<file path="src/hw/scu_pkg.sv">
// System control unit package with widths, scan and CSR encodings, shared structs

package scu_pkg;

    // ----------------------------------------
    // Widths and depths
    // ----------------------------------------

    // Width of every SCU register
    localparam int unsigned SCU_DATA_W      = 4;
    // Scan data register holds op, addr and data
    localparam int unsigned SCU_DR_W        = 8;
    // Status synchronizer depth
    localparam int unsigned SCU_SYNC_STAGES = 2;

    // ----------------------------------------
    // Encodings
    // ----------------------------------------

    // Register operations carried in the scan word
    typedef enum logic [1:0] {
        SCU_OP_WRITE   = 2'd0,
        SCU_OP_READ    = 2'd1,
        SCU_OP_SETBITS = 2'd2,
        SCU_OP_CLRBITS = 2'd3
    } scu_op_e;

    // Register map
    typedef enum logic [1:0] {
        SCU_ADDR_CONTROL = 2'd0,
        SCU_ADDR_MODE    = 2'd1,
        SCU_ADDR_STATUS  = 2'd2,
        SCU_ADDR_STICKY  = 2'd3
    } scu_addr_e;

    // Qualified reset channel states
    // Bit 0 is the reset output, bit 1 the qualifier output
    typedef enum logic [1:0] {
        RESET = 2'b00,
        QLFY  = 2'b01,
        RUN   = 2'b11
    } scu_qlfy_state_e;

    // ----------------------------------------
    // Structures
    // ----------------------------------------

    // Scan word, op sits in the low bits and leaves tdo first
    typedef struct packed {
        logic [SCU_DATA_W-1:0] data;
        scu_addr_e             addr;
        scu_op_e               op;
    } scu_dr_t;

    // Register update request from the scan port
    typedef struct packed {
        logic                  valid;
        scu_op_e               op;
        scu_addr_e             addr;
        logic [SCU_DATA_W-1:0] data;
    } scu_csr_req_t;

    // Reset controls, MODE bits on top and CONTROL bits below
    typedef struct packed {
        logic hdu_rst_bhv;
        logic dm_rst_bhv;
        logic core_reset;
        logic sys_reset;
    } scu_ctrl_t;

    // Reset status, shared by STATUS and STICKY_STATUS
    typedef struct packed {
        logic hdu_reset;
        logic dm_reset;
        logic core_reset;
        logic sys_reset;
    } scu_status_t;

endpackage : scu_pkg
</file>
<file path="src/hw/scu_top.sv">
// System control unit top level chaining scan port, register file and reset generation

`timescale 1ns/1ps

module scu_top (
    input  logic clk,
    input  logic pwrup_rst_n_sync,
    // Synchronized TAP chain
    input  logic ch_sel_i,
    input  logic ch_id_i,
    input  logic ch_capture_i,
    input  logic ch_shift_i,
    input  logic ch_update_i,
    input  logic ch_tdi_i,
    output logic ch_tdo_o,
    // External reset requests
    input  logic rst_n_i,
    input  logic cpu_rst_n_i,
    input  logic ndm_rst_n_i,
    input  logic hart_rst_n_i,
    // Generated resets and qualifiers
    output logic sys_rst_n_o,
    output logic core_rst_n_o,
    output logic hdu_rst_n_o,
    output logic dm_rst_n_o,
    output logic sys_rdc_qlfy_o,
    output logic core_rdc_qlfy_o,
    output logic hdu2dm_rdc_qlfy_o,
    output logic sys_rst_status_o,
    output logic core_rst_status_o
);

    import scu_pkg::*;

    scu_csr_req_t          csr_req;
    logic [SCU_DATA_W-1:0] csr_wdata;
    scu_ctrl_t             ctrl;
    scu_status_t           status;

    scu_scan_port u_scan (
        .clk              (clk),
        .pwrup_rst_n_sync (pwrup_rst_n_sync),
        .ch_sel_i         (ch_sel_i),
        .ch_id_i          (ch_id_i),
        .ch_capture_i     (ch_capture_i),
        .ch_shift_i       (ch_shift_i),
        .ch_update_i      (ch_update_i),
        .ch_tdi_i         (ch_tdi_i),
        .ch_tdo_o         (ch_tdo_o),
        .csr_wdata_i      (csr_wdata),
        .csr_req_o        (csr_req)
    );

    scu_csr_file u_csr (
        .clk              (clk),
        .pwrup_rst_n_sync (pwrup_rst_n_sync),
        .csr_req_i        (csr_req),
        .status_i         (status),
        .csr_wdata_o      (csr_wdata),
        .ctrl_o           (ctrl)
    );

    scu_rst_gen u_rst (
        .clk               (clk),
        .pwrup_rst_n_sync  (pwrup_rst_n_sync),
        .ctrl_i            (ctrl),
        .rst_n_i           (rst_n_i),
        .cpu_rst_n_i       (cpu_rst_n_i),
        .ndm_rst_n_i       (ndm_rst_n_i),
        .hart_rst_n_i      (hart_rst_n_i),
        .sys_rst_n_o       (sys_rst_n_o),
        .core_rst_n_o      (core_rst_n_o),
        .hdu_rst_n_o       (hdu_rst_n_o),
        .dm_rst_n_o        (dm_rst_n_o),
        .sys_rdc_qlfy_o    (sys_rdc_qlfy_o),
        .core_rdc_qlfy_o   (core_rdc_qlfy_o),
        .hdu2dm_rdc_qlfy_o (hdu2dm_rdc_qlfy_o),
        .sys_rst_status_o  (sys_rst_status_o),
        .core_rst_status_o (core_rst_status_o),
        .status_o          (status)
    );

endmodule : scu_top

</file>
<file path="src/hw/scu_rst_gen.sv">
// SCU reset generation for system, core, HDU and DM resets with RDC qualifiers

`timescale 1ns/1ps

module scu_rst_gen (
    input  logic                 clk,
    input  logic                 pwrup_rst_n_sync,
    input  scu_pkg::scu_ctrl_t   ctrl_i,
    // External reset requests
    input  logic                 rst_n_i,
    input  logic                 cpu_rst_n_i,
    input  logic                 ndm_rst_n_i,
    input  logic                 hart_rst_n_i,
    // Generated resets
    output logic                 sys_rst_n_o,
    output logic                 core_rst_n_o,
    output logic                 hdu_rst_n_o,
    output logic                 dm_rst_n_o,
    // RDC qualifiers
    output logic                 sys_rdc_qlfy_o,
    output logic                 core_rdc_qlfy_o,
    output logic                 hdu2dm_rdc_qlfy_o,
    // Status
    output logic                 sys_rst_status_o,
    output logic                 core_rst_status_o,
    output scu_pkg::scu_status_t status_o
);

    import scu_pkg::*;

    logic sys_req_n;
    logic core_req_n;
    logic hdu_req_n;
    logic hdu_status;
    logic dm_rst_n_q;

    // ----------------------------------------
    // Request combination
    // ----------------------------------------

    assign sys_req_n  = ~ctrl_i.sys_reset & ndm_rst_n_i & rst_n_i;
    // Core follows system plus its own sources
    assign core_req_n = sys_req_n & hart_rst_n_i & ~ctrl_i.core_reset & cpu_rst_n_i;
    // HDU may be kept out of core reset
    assign hdu_req_n  = core_req_n | ctrl_i.hdu_rst_bhv;

    // ----------------------------------------
    // Qualified channels
    // ----------------------------------------

    scu_rst_qlfy_cell u_sys (
        .clk              (clk),
        .pwrup_rst_n_sync (pwrup_rst_n_sync),
        .rst_n_req_i      (sys_req_n),
        .rst_n_o          (sys_rst_n_o),
        .qlfy_o           (sys_rdc_qlfy_o),
        .status_o         (sys_rst_status_o)
    );

    scu_rst_qlfy_cell u_core (
        .clk              (clk),
        .pwrup_rst_n_sync (pwrup_rst_n_sync),
        .rst_n_req_i      (core_req_n),
        .rst_n_o          (core_rst_n_o),
        .qlfy_o           (core_rdc_qlfy_o),
        .status_o         (core_rst_status_o)
    );

    scu_rst_qlfy_cell u_hdu (
        .clk              (clk),
        .pwrup_rst_n_sync (pwrup_rst_n_sync),
        .rst_n_req_i      (hdu_req_n),
        .rst_n_o          (hdu_rst_n_o),
        .qlfy_o           (hdu2dm_rdc_qlfy_o),
        .status_o         (hdu_status)
    );

    // DM reset only on system reset with DM behavior set
    always_ff @(posedge clk or negedge pwrup_rst_n_sync) begin
        if (!pwrup_rst_n_sync) begin
            dm_rst_n_q <= 1'b0;
        end else begin
            dm_rst_n_q <= ~(ctrl_i.dm_rst_bhv & ctrl_i.sys_reset);
        end
    end

    assign dm_rst_n_o = dm_rst_n_q;

    // DM status is already in this domain
    assign status_o.sys_reset  = sys_rst_status_o;
    assign status_o.core_reset = core_rst_status_o;
    assign status_o.dm_reset   = ~dm_rst_n_q;
    assign status_o.hdu_reset  = hdu_status;

endmodule : scu_rst_gen

</file>
<file path="src/hw/scu_rst_qlfy_cell.sv">
// Qualified reset channel sequencing the RDC qualifier around its reset, with status sync

`timescale 1ns/1ps

module scu_rst_qlfy_cell (
    input  logic clk,
    input  logic pwrup_rst_n_sync,
    input  logic rst_n_req_i,
    output logic rst_n_o,
    output logic qlfy_o,
    output logic status_o
);

    import scu_pkg::*;

    scu_qlfy_state_e             state_q;
    scu_qlfy_state_e             state_d;
    logic [SCU_SYNC_STAGES-1:0]  sts_sync_q;

    // Qualifier drops first on entry, rises last on exit
    always_comb begin
        state_d = state_q;
        case (state_q)
            RUN:     state_d = rst_n_req_i ? RUN : QLFY;
            QLFY:    state_d = rst_n_req_i ? RUN : RESET;
            RESET:   state_d = rst_n_req_i ? QLFY : RESET;
            default: state_d = RESET;
        endcase
    end

    // Power-up leaves the channel in reset
    always_ff @(posedge clk or negedge pwrup_rst_n_sync) begin
        if (!pwrup_rst_n_sync) begin
            state_q <= RESET;
        end else begin
            state_q <= state_d;
        end
    end

    // Outputs straight from state flops
    assign rst_n_o = state_q[0];
    assign qlfy_o  = state_q[1];

    // Reset status back into the power-up domain
    always_ff @(posedge clk or negedge pwrup_rst_n_sync) begin
        if (!pwrup_rst_n_sync) begin
            sts_sync_q <= '0;
        end else begin
            sts_sync_q <= {sts_sync_q[SCU_SYNC_STAGES-2:0], ~rst_n_o};
        end
    end

    assign status_o = sts_sync_q[SCU_SYNC_STAGES-1];

endmodule : scu_rst_qlfy_cell

</file>
<file path="src/hw/scu_csr_file.sv">
// SCU register file holding CONTROL, MODE and STICKY_STATUS with operation decode

`timescale 1ns/1ps

module scu_csr_file (
    input  logic                           clk,
    input  logic                           pwrup_rst_n_sync,
    input  scu_pkg::scu_csr_req_t          csr_req_i,
    input  scu_pkg::scu_status_t           status_i,
    output logic [scu_pkg::SCU_DATA_W-1:0] csr_wdata_o,
    output scu_pkg::scu_ctrl_t             ctrl_o
);

    import scu_pkg::*;

    logic [SCU_DATA_W-1:0] control_q;
    logic [SCU_DATA_W-1:0] mode_q;
    logic [SCU_DATA_W-1:0] sticky_q;
    logic [SCU_DATA_W-1:0] sticky_d;
    logic [SCU_DATA_W-1:0] rdata;
    scu_status_t           status_dly_q;
    scu_status_t           status_rise;
    logic                  modify_req;
    logic                  control_wr;
    logic                  mode_wr;
    logic                  sticky_wr;

    // ----------------------------------------
    // Request decode
    // ----------------------------------------

    // Every op but READ modifies the target
    assign modify_req = csr_req_i.valid && (csr_req_i.op != SCU_OP_READ);
    assign control_wr = modify_req && (csr_req_i.addr == SCU_ADDR_CONTROL);
    assign mode_wr    = modify_req && (csr_req_i.addr == SCU_ADDR_MODE);
    // Sticky bits are only cleared by the debugger
    assign sticky_wr  = csr_req_i.valid && (csr_req_i.op == SCU_OP_CLRBITS)
                     && (csr_req_i.addr == SCU_ADDR_STICKY);

    // Read multiplexer, STATUS is live
    always_comb begin
        rdata = '0;
        case (csr_req_i.addr)
            SCU_ADDR_CONTROL: rdata = control_q;
            SCU_ADDR_MODE:    rdata = mode_q;
            SCU_ADDR_STATUS:  rdata = status_i;
            SCU_ADDR_STICKY:  rdata = sticky_q;
            default:          rdata = '0;
        endcase
    end

    // Operation result, also returned to the shadow register
    always_comb begin
        csr_wdata_o = rdata;
        case (csr_req_i.op)
            SCU_OP_WRITE:   csr_wdata_o = csr_req_i.data;
            SCU_OP_READ:    csr_wdata_o = rdata;
            SCU_OP_SETBITS: csr_wdata_o = rdata | csr_req_i.data;
            SCU_OP_CLRBITS: csr_wdata_o = rdata & ~csr_req_i.data;
            default:        csr_wdata_o = rdata;
        endcase
    end

    // ----------------------------------------
    // Registers
    // ----------------------------------------

    always_ff @(posedge clk or negedge pwrup_rst_n_sync) begin
        if (!pwrup_rst_n_sync) begin
            control_q <= '0;
            mode_q    <= '0;
        end else begin
            if (control_wr) begin
                control_q <= csr_wdata_o;
            end
            if (mode_wr) begin
                mode_q <= csr_wdata_o;
            end
        end
    end

    // Rising edges of the reset status
    assign status_rise = status_i & ~status_dly_q;

    // A new reset event beats a clear in the same cycle
    assign sticky_d = sticky_wr ? csr_wdata_o : sticky_q;

    always_ff @(posedge clk or negedge pwrup_rst_n_sync) begin
        if (!pwrup_rst_n_sync) begin
            status_dly_q <= '0;
            sticky_q     <= '0;
        end else begin
            status_dly_q <= status_i;
            sticky_q     <= sticky_d | status_rise;
        end
    end

    // Only the low CONTROL and MODE bits steer the resets
    assign ctrl_o.sys_reset   = control_q[0];
    assign ctrl_o.core_reset  = control_q[1];
    assign ctrl_o.dm_rst_bhv  = mode_q[0];
    assign ctrl_o.hdu_rst_bhv = mode_q[1];

endmodule : scu_csr_file

</file>
<file path="src/hw/scu_scan_port.sv">
// SCU scan port with chain select decode, scan shift register and result shadow register

`timescale 1ns/1ps

module scu_scan_port (
    input  logic                         clk,
    input  logic                         pwrup_rst_n_sync,
    // Synchronized TAP chain controls
    input  logic                         ch_sel_i,
    input  logic                         ch_id_i,
    input  logic                         ch_capture_i,
    input  logic                         ch_shift_i,
    input  logic                         ch_update_i,
    input  logic                         ch_tdi_i,
    output logic                         ch_tdo_o,
    // Register file side
    input  logic [scu_pkg::SCU_DATA_W-1:0] csr_wdata_i,
    output scu_pkg::scu_csr_req_t        csr_req_o
);

    import scu_pkg::*;

    logic    ch_hit;
    logic    dr_capture;
    logic    dr_shift;
    logic    dr_update;
    scu_dr_t shift_q;
    scu_dr_t shadow_q;

    // ----------------------------------------
    // Chain decode
    // ----------------------------------------

    // SCU owns chain 0
    assign ch_hit     = ch_sel_i & ~ch_id_i;
    assign dr_capture = ch_hit & ch_capture_i;
    assign dr_shift   = ch_hit & ch_shift_i;
    assign dr_update  = ch_hit & ch_update_i;

    // ----------------------------------------
    // Shift register
    // ----------------------------------------

    always_ff @(posedge clk or negedge pwrup_rst_n_sync) begin
        if (!pwrup_rst_n_sync) begin
            shift_q <= '0;
        end else if (dr_capture) begin
            // Last result goes out on the next shifts
            shift_q <= shadow_q;
        end else if (dr_shift) begin
            // LSB first, tdi enters at the top
            shift_q <= {ch_tdi_i, shift_q[SCU_DR_W-1:1]};
        end
    end

    assign ch_tdo_o = shift_q[0];

    // ----------------------------------------
    // Shadow register
    // ----------------------------------------

    // Keeps op and addr of the request plus its result
    always_ff @(posedge clk or negedge pwrup_rst_n_sync) begin
        if (!pwrup_rst_n_sync) begin
            shadow_q <= '0;
        end else if (dr_update) begin
            shadow_q.op   <= shift_q.op;
            shadow_q.addr <= shift_q.addr;
            shadow_q.data <= csr_wdata_i;
        end
    end

    // One-cycle request on an addressed update
    assign csr_req_o.valid = dr_update;
    assign csr_req_o.op    = shift_q.op;
    assign csr_req_o.addr  = shift_q.addr;
    assign csr_req_o.data  = shift_q.data;

endmodule : scu_scan_port

</file>
<file path="config.mk">
export PLATFORM = sky130hd
export DESIGN_NAME = scu_top
export DESIGN_NICKNAME = d
export VERILOG_FILES = /design/src/hw/scu_pkg.sv /design/src/hw/scu_top.sv /design/src/hw/scu_rst_gen.sv /design/src/hw/scu_rst_qlfy_cell.sv /design/src/hw/scu_csr_file.sv /design/src/hw/scu_scan_port.sv
export SDC_FILE = /design/constraint.sdc
export NUM_CORES = 1
export LEC_CHECK = 0
export ABC_CLOCK_PERIOD_IN_PS = 2900
export BUFFER_PORTS_ARGS = -buffer_cell sky130_fd_sc_hd__buf_2
export CAP_MARGIN = 40
export CELL_PAD_IN_SITES_DETAIL_PLACEMENT = 1
export CELL_PAD_IN_SITES_GLOBAL_PLACEMENT = 2
export CORE_UTILIZATION = 40
export DETAILED_ROUTE_END_ITERATION = 10
export GPL_TIMING_DRIVEN = 0
export PLACE_DENSITY = 0.84
export SLEW_MARGIN = 25
export SYNTH_ARGS = -nofsm -noshare
export SYNTH_HDL_FRONTEND = slang
export SYNTH_SLANG_ARGS = --single-unit
</file>
<file path="constraint.sdc">
create_clock -name clk -period 2.9 [get_ports clk]
set_clock_uncertainty 0.2 [all_clocks]
set_input_delay 0.87 -clock clk [delete_from_list [all_inputs] [get_ports clk]]
set_output_delay 0.87 -clock clk [all_outputs]
set_load 0.02 [all_outputs]
</file>
==> impl_metrics.env <==
export IMPL_clk_pin_slew_ns=0.09
export IMPL_power_leakage_nw=1.00
export IMPL_cts_tree="done"
export IMPL_h_tree_depth=2
export IMPL_die_area_um2=5170
export IMPL_cts_setup_buffers=0
export IMPL_syn_area_um2=1950
export IMPL_critPathKind="flop to output port"
export IMPL_initial_utilization=0.414
export IMPL_synthToLayoutAreaGrowth_pct=15.4
export IMPL_die_h_um=71.9
export IMPL_avgSynthCellArea_um2=11.0
export IMPL_ys_types=32
export IMPL_max_stage_delay_ns=0.42
export IMPL_cts_buffers=5
export IMPL_status="complete, no violations"
export IMPL_cts_resized=0
export IMPL_synth_fp_nets=190
export IMPL_worstSkewPairLatency_ns=0.31
export IMPL_maxCapViolCount=0
export IMPL_yosysSeqAreaShare=0.576
export IMPL_antenna_left=0
export IMPL_ys_flop_type="dfrtp_1"
export IMPL_vias_per_cell=5.23
export IMPL_synth_compound_area_frac=0.149
export IMPL_hold_path_class="flop to flop"
export IMPL_ys_ff_latch=45
export IMPL_path_delay_family="flip-flops"
export IMPL_antenna_found_initial=0
export IMPL_cts_sinks=45
export IMPL_netlist_top_cells_area="dfrtp_1 58%, o21ai_0 6.9%, mux2i_1 5.6%"
export IMPL_worst_ep_arrival_time_ns=0.89
export IMPL_async_reset_ff_frac=1.00
export IMPL_synth_top_area_frac=0.576
export IMPL_dpl_cell_count=267
export IMPL_synthAdderAreaFrac=0
export IMPL_drive_gt1_frac=0.245
export IMPL_synth_edff_count=0
export IMPL_dp_hpwl_um=3280
export IMPL_cp_num_buf_inv=1
export IMPL_ys_warnings_count=0
export IMPL_vias=1438
export IMPL_clkPwrFrac=0.197
export IMPL_n_antenna_cell=0
export IMPL_drc=0
export IMPL_synth_xor_area_frac=0
export IMPL_p_int_mw=1.25
export IMPL_pwr_share_seq=0.478
export IMPL_grt_pass1_wl_um=7550
export IMPL_synth_area_leader_cell="dfrtp_1"
export IMPL_place_congestion=0.808
export IMPL_num_nets_final=219
export IMPL_fmax_mhz=510
export IMPL_grt_usage=0.198
export IMPL_finalSetupTns_ns=0
export IMPL_io_pins=22
export IMPL_grt_max_degree=28
export IMPL_crit_fanout=4
export IMPL_rows=25
export IMPL_wl_um=4480
export IMPL_drtPass1Iterations=4
export IMPL_synth_mux_area_frac=0.0794
export IMPL_hold_viol=0
export IMPL_ir_drop_uv=365
export IMPL_synth_simple_area_share=0.152
export IMPL_final_core_util=0.477
export IMPL_setup_viol=0
export IMPL_synth_top_family_by_area="simple AND/OR/NAND/NOR gates"
export IMPL_core_um2=4720
export IMPL_comb_power_share=0.325
export IMPL_period_share=0.676
export IMPL_worst_pin_slew_ns=0.451
export IMPL_end_kind="output port"
export IMPL_drt_wirelength_per_cell_um=16.3
export IMPL_numPortBuffers=21
export IMPL_synthCells=178
export IMPL_slew_headroom=0.699
export IMPL_drt_iter0_drc=71
export IMPL_cp_start_kind="flop"
export IMPL_rsz0062_at_grt="false"
export IMPL_die_x_um=71.9
export IMPL_design_power_total_mw=1.99
export IMPL_netSwitchingFraction=0.375
export IMPL_cp_required_ns=1.83
export IMPL_cts_root_buf="clkbuf_8"
export IMPL_cts_hold_buf=0
export IMPL_fin_cells=275
export IMPL_overflow=0
export IMPL_clk_path_buf_depth=2
export IMPL_crit_slowest_cell="dfrtp_1"
export IMPL_grt_pass1_vias=1491
export IMPL_powerDensity_nw_per_um2=883
export IMPL_drv_slew=0
export IMPL_period_minus_slack_ns=1.96
export IMPL_path_cells="buf_2"
export IMPL_switching_power_uw=746
-- power groups by stage --
stage | combinational [mW] | clock (mW) | sequential, mW
global route | 0.722 | 0.427 | 0.980
finish | 0.646 | 0.392 | 0.952
global placement | 0.620 | 0 | 0.948
floorplan | 0.444 | 0 | 0.949
detailed placement | 0.653 | 0 | 0.961
CTS | 0.653 | 0.408 | 0.950
-- path summary, 6_finish.rpt --
path,startpoint,endpoint,slack (ns),depth (start not counted)
max in group asynchronous,pwrup_rst_n_sync,u_scan.csr_req_o[7],1.70,2
min reg2reg,u_rst.u_sys.sts_sync_q[0],u_rst.u_sys.sts_sync_q[1],0.16,0
max reg2reg,u_scan.csr_req_o[4],u_csr.control_q[3],1.22,6
min,u_rst.u_sys.sts_sync_q[0],u_rst.u_sys.sts_sync_q[1],0.16,0
max,u_rst.u_sys.sts_sync_q[1],sys_rst_status_o,0.94,1
min in group asynchronous,pwrup_rst_n_sync,u_csr.status_dly_q[0],0.30,1
-- cell families after synthesis --
family                 Yosys count
buffers and inverters           15
DFF                             45
AOI/OAI and AO/OA               48
muxes                           15
and+or+nand+nor                 55
-- per-stage QoR --
| stage | area [um2] | hold WS [ns] | setup slack (ns) |
|---|---|---|---|
| finish | 2250 | 0.156 | 0.939 |
| global route | 2250 | 0.164 | 0.863 |
| CTS | 2250 | 0.161 | 0.919 |
| detailed placement | 2160 | 0.140 | 0.685 |
| global placement | 2140 | 0.136 | 0.712 |
| floorplan | 1950 | 0.131 | 0.993 |
-- metal layers --
metal / track usage / up-vias / part of all wire
li1: - / 677 / -
met1: 0.259 / 737 / 0.46
met2: 0.327 / 18 / 0.49
met3: 0.0417 / 6 / 0.023
met4: 0.0719 / 0 / 0.017
met5: 0 / - / 0
-- sequential cells by signal (all words and copies together) (netlist names), named ones only --
register,cells
u_rst.dm_rst_n_o,1
u_rst.u_core.state_q,1
u_rst.u_core.sts_sync_q,2
u_rst.u_sys.state_q,1
u_csr.status_dly_q,4
u_scan.shadow_q,8
u_csr.control_q,4
u_csr.sticky_q,4
u_csr.mode_q,4
u_scan.csr_req_o,7
u_rst.u_sys.sts_sync_q,2
u_rst.u_hdu.sts_sync_q,2
u_rst.u_hdu.state_q,1
u_scan.ch_tdo_o,1
-- Yosys cell counts, drive strengths merged (3+ instances only) --
cell type / count
dfrtp: 45
o21ai: 29
nand2: 18
mux2i: 11
buf: 9
nor2: 9
nor2b: 8
nand2b: 6
a21oi: 5
inv: 5
nor3: 5
a31oi: 4
mux2: 4
a211oi: 3
o211ai: 3
-- area by class of cell --
cell class	instances	area, um2
fillers	540	2470
multi-input cells	118	743
clock buffers	5	68.8
clock inverters	3	22.5
repair buffers	22	125
well taps	67	83.8
flip-flops and latches	45	1130
inverters	5	18.8
plain buffers	10	66.3
-- cells in the final DEF, fill, tap and decap left out, types with 2 or more instances in the layout --
master,Yosys,final
nor2_1,9,9
buf_2,5,26
o21ai_1,2,2
and3b_1,2,2
nand3b_1,2,2
nor3_1,4,4
a31oi_1,4,4
clkinv_4,0,2
o21ai_0,27,27
mux2i_1,11,11
dfrtp_1,45,45
buf_4,3,3
mux2_2,4,4
nand2b_1,5,5
a211oi_2,3,3
a21oi_1,5,5
o211ai_1,3,3
nand2_1,18,18
clkbuf_8,0,5
nor2b_1,8,8
inv_1,5,5
(Power assumes the default switching activity.)
